$ cat config.mk
export PLATFORM = sky130hd
export DESIGN_NAME = ppc_load_store_decode
export DESIGN_NICKNAME = d
export VERILOG_FILES = /design/src/rtl/isa_pkg.sv /design/src/rtl/decode_pkg.sv /design/src/rtl/d_format_decoder.sv /design/src/rtl/decode_merge.sv /design/src/rtl/dq_format_decoder.sv /design/src/rtl/ds_format_decoder.sv /design/src/rtl/ppc_load_store_decode.sv
export SDC_FILE = /design/constraint.sdc
export NUM_CORES = 1
export LEC_CHECK = 0
export ABC_CLOCK_PERIOD_IN_PS = 1060
export BUFFER_PORTS_ARGS = -buffer_cell sky130_fd_sc_hd__buf_2
export CAP_MARGIN = 20
export CORE_UTILIZATION = 42
export DETAILED_ROUTE_END_ITERATION = 8
export PLACE_DENSITY = 0.81
export SETUP_SLACK_MARGIN = 0.1
export SLEW_MARGIN = 0
export SYNTH_ARGS = -nofsm -noshare
export SYNTH_HDL_FRONTEND = slang
export SYNTH_SLANG_ARGS = --single-unit
$ cat constraint.sdc
create_clock -name clock_i -period 1.06 [get_ports clock_i]
set_input_delay 0.053 -clock clock_i [delete_from_list [all_inputs] [get_ports clock_i]]
set_output_delay 0.053 -clock clock_i [all_outputs]
set_load 0.005 [all_outputs]
$ cat src/rtl/isa_pkg.sv
package isa_pkg;

	// Power ISA word and register geometry
	localparam int inst_width_c = 32;
	localparam int reg_width_c = 5; // GPR and VSR specifier width
	localparam int imm_width_c = 64; // Immediates are extended to the full register width
	localparam int op_width_c = 6; // Primary opcode width
	localparam int ds_xo_width_c = 2;
	localparam int dq_xo_width_c = 3;

	// Field positions use big-endian numbering, bit 0 is the most significant bit
	localparam int op_msb_c = 0;
	localparam int op_lsb_c = 5;
	localparam int rt_msb_c = 6; // RT, RS, TX-less VSR number or RTp
	localparam int rt_lsb_c = 10;
	localparam int ra_msb_c = 11;
	localparam int ra_lsb_c = 15;

	// Displacement fields all start at bit 16 and end where the form's xo begins
	localparam int disp_msb_c = 16;
	localparam int d_disp_lsb_c = 31; // D form, full 16-bit D field
	localparam int ds_disp_lsb_c = 29; // DS form, 14-bit DS field
	localparam int dq_disp_lsb_c = 27; // DQ form, 12-bit DQ field

	// Extended opcode and extension bit positions
	localparam int ds_xo_msb_c = 30;
	localparam int ds_xo_lsb_c = 31;
	localparam int dq_tx_c = 28; // Upper bit of the 6-bit VSR number
	localparam int dq_xo_msb_c = 29;
	localparam int dq_xo_lsb_c = 31;

	// Primary opcodes handled by this stage
	typedef enum logic [op_width_c-1:0]
	{
		addi = 6'd14,
		addis = 6'd15,
		ori = 6'd24,
		lwz = 6'd32,
		lbz = 6'd34,
		stw = 6'd36,
		stb = 6'd38,
		lq = 6'd56,
		ds_load = 6'd58, // ld, ldu, lwa
		dq_vsx = 6'd61, // lxv, stxv
		ds_store = 6'd62 // std, stdu
	} primary_op_e;

	// DS form extended opcodes, value 3 is reserved under both primaries
	typedef enum logic [ds_xo_width_c-1:0]
	{
		ds_xo_d = 2'd0, // ld or std
		ds_xo_du = 2'd1, // ldu or stdu
		ds_xo_wa = 2'd2 // lwa, only under opcode 58
	} ds_xo_e;

	// DQ form extended opcodes under primary 61
	typedef enum logic [dq_xo_width_c-1:0]
	{
		dq_xo_lxv = 3'd1,
		dq_xo_stxv = 3'd5
	} dq_xo_e;

endpackage

$ cat src/rtl/decode_pkg.sv
package decode_pkg;

	import isa_pkg::*;

	// Operation named by the decode stage, op_none marks an unclaimed word
	typedef enum logic [4:0]
	{
		op_none,
		op_addi,
		op_addis,
		op_ori,
		op_lwz,
		op_lbz,
		op_stw,
		op_stb,
		op_ld,
		op_ldu,
		op_lwa,
		op_std,
		op_stdu,
		op_lq,
		op_lxv,
		op_stxv
	} decoded_op_e;

	// Result of one format decoder, all fields are zero when claim is low
	typedef struct packed
	{
		logic claim; // This decoder recognises the word
		decoded_op_e op;
		logic [0:reg_width_c-1] rt;
		logic [0:reg_width_c-1] ra;
		logic ra_or_zero; // RA of 0 reads as the literal zero
		logic [0:imm_width_c-1] imm;
		logic tx; // VSX register extension bit
	} decode_cand_t;

	// Registered output of the stage
	typedef struct packed
	{
		logic illegal; // No decoder claimed the word
		decoded_op_e op;
		logic [0:reg_width_c-1] rt;
		logic [0:reg_width_c-1] ra;
		logic ra_or_zero;
		logic [0:imm_width_c-1] imm;
		logic tx;
	} decoded_inst_t;

endpackage

$ cat src/rtl/d_format_decoder.sv
`timescale 1ns/100ps

module d_format_decoder
	import isa_pkg::*, decode_pkg::*;
(
	input logic [0:inst_width_c-1] instr_i,
	output decode_cand_t cand_o
);

	primary_op_e opcode;
	logic [disp_msb_c:d_disp_lsb_c] d_field;

	assign opcode = primary_op_e'(instr_i[op_msb_c:op_lsb_c]);
	assign d_field = instr_i[disp_msb_c:d_disp_lsb_c];

	always_comb
	begin
		cand_o = '0;

		// Name the operation from the primary opcode alone
		case (opcode)
			addi: cand_o.op = op_addi;
			addis: cand_o.op = op_addis;
			ori: cand_o.op = op_ori;
			lwz: cand_o.op = op_lwz;
			lbz: cand_o.op = op_lbz;
			stw: cand_o.op = op_stw;
			stb: cand_o.op = op_stb;
			default: cand_o.op = op_none;
		endcase

		if (cand_o.op != op_none)
		begin
			cand_o.claim = 1'b1;
			cand_o.rt = instr_i[rt_msb_c:rt_lsb_c]; // RT for loads and arithmetic, RS for stores
			cand_o.ra = instr_i[ra_msb_c:ra_lsb_c];

			// ori is a logical op, RA is always a real register there
			cand_o.ra_or_zero = (cand_o.op != op_ori);

			case (cand_o.op)
				op_ori:
				begin
					cand_o.imm = {{(imm_width_c - $bits(d_field)){1'b0}}, d_field}; // UI field
				end
				op_addis:
				begin
					// SI || 0x0000, then sign extended from bit 32
					cand_o.imm = {{(imm_width_c - $bits(d_field) - 16){d_field[disp_msb_c]}},
						d_field, 16'h0000};
				end
				default:
				begin
					cand_o.imm = {{(imm_width_c - $bits(d_field)){d_field[disp_msb_c]}}, d_field};
				end
			endcase
		end
	end

endmodule

$ cat src/rtl/decode_merge.sv
`timescale 1ns/100ps

module decode_merge
	import decode_pkg::*;
(
	input logic clock_i,
	input logic arst_n_i,
	input logic valid_i,
	input decode_cand_t d_cand_i,
	input decode_cand_t ds_cand_i,
	input decode_cand_t dq_cand_i,
	output logic valid_o,
	output decoded_inst_t inst_o
);

	decode_cand_t sel_cand;
	decoded_inst_t next_inst;

	// The decoders never claim the same word, so the order here is arbitrary
	always_comb
	begin
		if (d_cand_i.claim)
			sel_cand = d_cand_i;
		else if (ds_cand_i.claim)
			sel_cand = ds_cand_i;
		else if (dq_cand_i.claim)
			sel_cand = dq_cand_i;
		else
			sel_cand = '0;
	end

	always_comb
	begin
		next_inst = '0; // Unclaimed words carry only the illegal flag
		next_inst.illegal = !sel_cand.claim;
		if (sel_cand.claim)
		begin
			next_inst.op = sel_cand.op;
			next_inst.rt = sel_cand.rt;
			next_inst.ra = sel_cand.ra;
			next_inst.ra_or_zero = sel_cand.ra_or_zero;
			next_inst.imm = sel_cand.imm;
			next_inst.tx = sel_cand.tx;
		end
	end

	always_ff @(posedge clock_i or negedge arst_n_i)
	begin
		if (!arst_n_i)
		begin
			valid_o <= 1'b0;
			inst_o <= '0;
		end
		else
		begin
			valid_o <= valid_i;
			if (valid_i)
				inst_o <= next_inst; // Holds its last value across idle cycles
		end
	end

endmodule

$ cat src/rtl/dq_format_decoder.sv
`timescale 1ns/100ps

module dq_format_decoder
	import isa_pkg::*, decode_pkg::*;
(
	input logic [0:inst_width_c-1] instr_i,
	output decode_cand_t cand_o
);

	primary_op_e opcode;
	dq_xo_e xo;
	logic [disp_msb_c:dq_disp_lsb_c] dq_field;

	assign opcode = primary_op_e'(instr_i[op_msb_c:op_lsb_c]);
	assign xo = dq_xo_e'(instr_i[dq_xo_msb_c:dq_xo_lsb_c]);
	assign dq_field = instr_i[disp_msb_c:dq_disp_lsb_c];

	always_comb
	begin
		cand_o = '0;

		// lq ignores bits 28 to 31, only the VSX primary splits on xo
		case (opcode)
			lq: cand_o.op = op_lq;
			dq_vsx:
				case (xo)
					dq_xo_lxv: cand_o.op = op_lxv;
					dq_xo_stxv: cand_o.op = op_stxv;
					default: cand_o.op = op_none;
				endcase
			default: cand_o.op = op_none;
		endcase

		if (cand_o.op != op_none)
		begin
			cand_o.claim = 1'b1;
			cand_o.rt = instr_i[rt_msb_c:rt_lsb_c]; // RTp for lq, low VSR bits for the vector forms
			cand_o.ra = instr_i[ra_msb_c:ra_lsb_c];
			cand_o.ra_or_zero = 1'b1;
			cand_o.imm = {{(imm_width_c - $bits(dq_field) - 4){dq_field[disp_msb_c]}},
				dq_field, 4'b0000}; // Quadword-aligned displacement

			// TX selects the upper half of the 64-entry VSR file
			cand_o.tx = (cand_o.op != op_lq) && instr_i[dq_tx_c];
		end
	end

endmodule

$ cat src/rtl/ds_format_decoder.sv
`timescale 1ns/100ps

module ds_format_decoder
	import isa_pkg::*, decode_pkg::*;
(
	input logic [0:inst_width_c-1] instr_i,
	output decode_cand_t cand_o
);

	primary_op_e opcode;
	ds_xo_e xo;
	logic [disp_msb_c:ds_disp_lsb_c] ds_field;

	assign opcode = primary_op_e'(instr_i[op_msb_c:op_lsb_c]);
	assign xo = ds_xo_e'(instr_i[ds_xo_msb_c:ds_xo_lsb_c]);
	assign ds_field = instr_i[disp_msb_c:ds_disp_lsb_c];

	always_comb
	begin
		cand_o = '0;

		case (opcode)
			ds_load:
				case (xo)
					ds_xo_d: cand_o.op = op_ld;
					ds_xo_du: cand_o.op = op_ldu;
					ds_xo_wa: cand_o.op = op_lwa;
					default: cand_o.op = op_none; // xo 3 is reserved
				endcase
			ds_store:
				case (xo)
					ds_xo_d: cand_o.op = op_std;
					ds_xo_du: cand_o.op = op_stdu;
					default: cand_o.op = op_none; // No word-algebraic store exists
				endcase
			default: cand_o.op = op_none;
		endcase

		if (cand_o.op != op_none)
		begin
			cand_o.claim = 1'b1;
			cand_o.rt = instr_i[rt_msb_c:rt_lsb_c];
			cand_o.ra = instr_i[ra_msb_c:ra_lsb_c];
			cand_o.ra_or_zero = !(cand_o.op inside {op_ldu, op_stdu}); // Update forms write RA back
			cand_o.imm = {{(imm_width_c - $bits(ds_field) - 2){ds_field[disp_msb_c]}},
				ds_field, 2'b00}; // Word-aligned displacement
		end
	end

endmodule

$ cat src/rtl/ppc_load_store_decode.sv
`timescale 1ns/100ps

module ppc_load_store_decode
	import isa_pkg::*, decode_pkg::*;
(
	input logic clock_i,
	input logic arst_n_i,
	input logic valid_i,
	input logic [0:inst_width_c-1] instr_i,
	output logic valid_o,
	output decoded_inst_t inst_o
);

	decode_cand_t d_cand;
	decode_cand_t ds_cand;
	decode_cand_t dq_cand;

	// All three formats look at the same word in the same cycle
	d_format_decoder i_d_dec
	(
		.instr_i(instr_i),
		.cand_o(d_cand)
	);

	ds_format_decoder i_ds_dec
	(
		.instr_i(instr_i),
		.cand_o(ds_cand)
	);

	dq_format_decoder i_dq_dec
	(
		.instr_i(instr_i),
		.cand_o(dq_cand)
	);

	decode_merge i_merge
	(
		.clock_i(clock_i),
		.arst_n_i(arst_n_i),
		.valid_i(valid_i),
		.d_cand_i(d_cand),
		.ds_cand_i(ds_cand),
		.dq_cand_i(dq_cand),
		.valid_o(valid_o),
		.inst_o(inst_o)
	);

endmodule

==> results.md <==
- Outcome: finished, violations left
- Failing checks: setup timing
- Clock share of power: 29.3%
- Commonest non-fill, non-tap cell in the layout: buf_2
- Num ports: approximately 120
- Die H: 80.8 um
- Yosys warns: 0
- Maximum root-to-sink buffer count: 2
- Via count: 2499
- Hold worst-path end: i_merge.inst_o[9]
- Maxcap violations: 0
- DRC errors left: 0
- Post-synth net total: 296
- # H-tree levels: 2
- Switch Pwr: 0.00133 W
- Seq pwr share: between 40% and 50%
- Reg2reg setup slack: 0 ns
- Fin. max-slew vios: 0
- LEAKAGE: 2.10 nW
- DR WL met3: 456 um
- Synthesized flop and latch total: 50
- Tot GR Track Use: 24.9%
- Die Area: 6530 um2
- Fmax: roughly 740 MHz
- Sum of negative setup slack: -14.51 ns
- Cell internal pwr: around 0.0034 W
- Final Cycle Share: 127%
- Critical path type: input port to register
- CP Launch Point: instr_i[1]
- HPWL Detailed: 4990 um
- Final ANT Viol Nets: 0
- Share of layout cells above drive strength 1: 61.8%
- Post-Synth Adder-Cell Area: 0%
- RR Startpoint: i_merge.inst_o[63]
- Cell area after layout: 4420 um2
- Placer's final routability congestion estimate: 0.833
- Met2 wire len: 4300 um
- Area Overhead vs Synth: 69.2%
- Req. time, crit path: 1.25 ns
- Final Util: 74.2%
- Total wire length: 8400 um
- M1 WL: 3520 um
- CP arrival: approximately 1.5 ns
- Main combinational cell family by area after synthesis: compound AO/OA/AOI/OAI gates
- Core Box Area: 5960 um2
- Post-route minimum period: 1.34 ns
- Ys async rst share: 100%
- HP Start: instr_i[23]
- Most frequent cells in the layout: buf_2, buf_6, dfrtp_1
- Buffers added on ports: 116
- Die X: 80.8 um
- Cell Area, Placed: ~3300 um2
- Reg-to-reg endpoint: i_merge.inst_o[63]
- Total gr overflow: 0
- Post-synthesis mux area share: 0.431%
- Clock latency on the worst-skew pair: between 0.3 and 0.4 ns
- Final setup viols: 78
- Clk slew on worst S/H paths: 0.09 ns
- Reg2Reg Depth: 3
- Syn Inst Count: around 260
- Vias per cell: 5.28
- Final #Nets: about 430
- Pre-antenna DRT Iters: 4
- Min-Delay Path Class: input port to register
- Vias in the first global route: roughly 2400
- Pwr Density: 1060 nW/um2
- First-pass GRT wire length: 12100 um
- Peak supply drop: 952 uV
- CTS Root Cell: clkbuf_8
- Startpoint Class: input port
- Antenna violations before repair: 0
- # diodes: 0
- Count of cell types in the netlist: 41
- Starting DRT DRC Count: 97
- Clock buffers created by TritonCTS: 5
- Largest net degree at the start of global routing: 51
- Syn avg cell area: 10.0 um2
- Synth Area in Compound Gates: 18.9%
- Clock Skew: 0 ns
- Top layer in use: met4
- CP Max Fanout: 6
- Crit. End Element: register
- Rows: 28
- Number of synthesized flops with an enable pin: 0
- Synth Cell Area: 2610 um2
- Switching Share: 28.2%
- Synth Area in XOR/XNOR: 0.671%
- Unrepaired setup endpoints after global routing: yes
- Synth Flop Type: dfrtp_1
- Worst hold stages: 3
- Comb power frac: 25.4%
- WL per Instance: ~18 um
- Post-Synth Simple-Gate Area: 18.0%
- CTS tree: yes
- Sequential fraction of the synthesis area: 47.9%
- Worst hold slack: 0.0107 ns
- Final hold vios: 0
- # clock sinks: 50
- PnR worst setup slack: -0.284 ns
- Initial core utilization: 43.8%
-- power groups by stage --
stage	Sequential (W)	Combinational, W	Clock [W]
floorplan	0.00216	0.000434	0
global placement	0.00216	0.000795	0
detailed placement	0.00216	0.000815	0
CTS	0.00212	0.00105	0.00140
global route	0.00214	0.00128	0.00148
finish	0.00213	0.00119	0.00138
-- worst max-delay path, stage by stage --
cell and delay (ns):
buf_8 0.10, nor4b_4 0.12, and3_4 0.17, or3_4 0.36, buf_6 0.15, a211oi_4 0.33
buf_6 0.19, nor3_4 0.05
-- how the worst max path moves through the flow --
stage                         endpoint  slack, ns  cells past startpoint
floorplan           i_merge.inst_o[81]      -0.53                      7
global placement    i_merge.inst_o[22]      -0.65                      8
detailed placement  i_merge.inst_o[67]      -0.66                      8
CTS                 i_merge.inst_o[25]      -0.29                      8
global route        i_merge.inst_o[25]      -0.33                      8
finish              i_merge.inst_o[20]      -0.28                      8
-- kinds of logic (layout without fill, tap and decap cells) --
logic type             after synthesis  in the layout
AO/OA/AOI/OAI                       65             65
XOR/XNOR                             2              2
buffers and inverters               56            193
flip-flops                          50             50
multiplexers                         1              1
other                                1              1
AND/OR/NAND/NOR                     86             86
-- sequential cells by signal (all words and copies together), names as in the netlist --
name and flops:
i_merge.inst_o 49, i_merge.valid_o 1
-- repair_timing --
action	4_1_cts	5_1_grt
endpoints found under the hold margin	59	0
gates cloned	3	3
endpoints found under the setup margin	81	83
pin swaps	21	11
setup buffers	10	6
gates resized for setup	78	51
hold buffers	10	0
-- synth_stat cells (2+ instances only) --
master	instances	area (um2)
inv_1	4	15.0
clkbuf_1	13	48.8
nor3_1	7	35.0
dfrtp_1	50	1250
o21ai_0	6	30.0
o211ai_1	2	15.0
nor2_1	22	82.6
buf_2	2	10.0
a21oi_1	20	100
nor3b_1	3	22.5
buf_4	34	255
buf_6	3	33.8
nand3_1	2	10.0
and3_1	2	12.5
nand2_1	27	101
nor3_2	10	100
or2_2	2	12.5
or3_1	2	12.5
xnor2_1	2	17.5
o2bb2ai_1	26	228
nor4b_1	2	17.5
-- routing by layer --
layer  GRT usage [%]  vias to the layer above
li1                -                     1154
met1            31.2                     1231
met2            42.9                      104
met3            4.38                       10
met4            9.11                        0
met5               0                        -
-- layout make-up --
cell class / instances / area, um2
Fill cell: 389 / 1540
Timing Repair Buffer: 181 / 1500
Multi-Input combinational cell: 155 / 1430
Sequential cell: 50 / 1260
Tap cell: 75 / 93.8
Clock buffer: 5 / 68.8
Clock inverter: 3 / 45.0
Inverter: 4 / 15.0
-- per-stage QoR --
step | power, W | setup WS [ns] | instances
floorplan | 0.00260 | -0.533 | 261
global placement | 0.00295 | -0.647 | 438
detailed placement | 0.00297 | -0.660 | 438
CTS | 0.00456 | -0.295 | 468
global route | 0.00490 | -0.333 | 473
finish | 0.00469 | -0.284 | 473
Power figures use the tool's default switching activity.
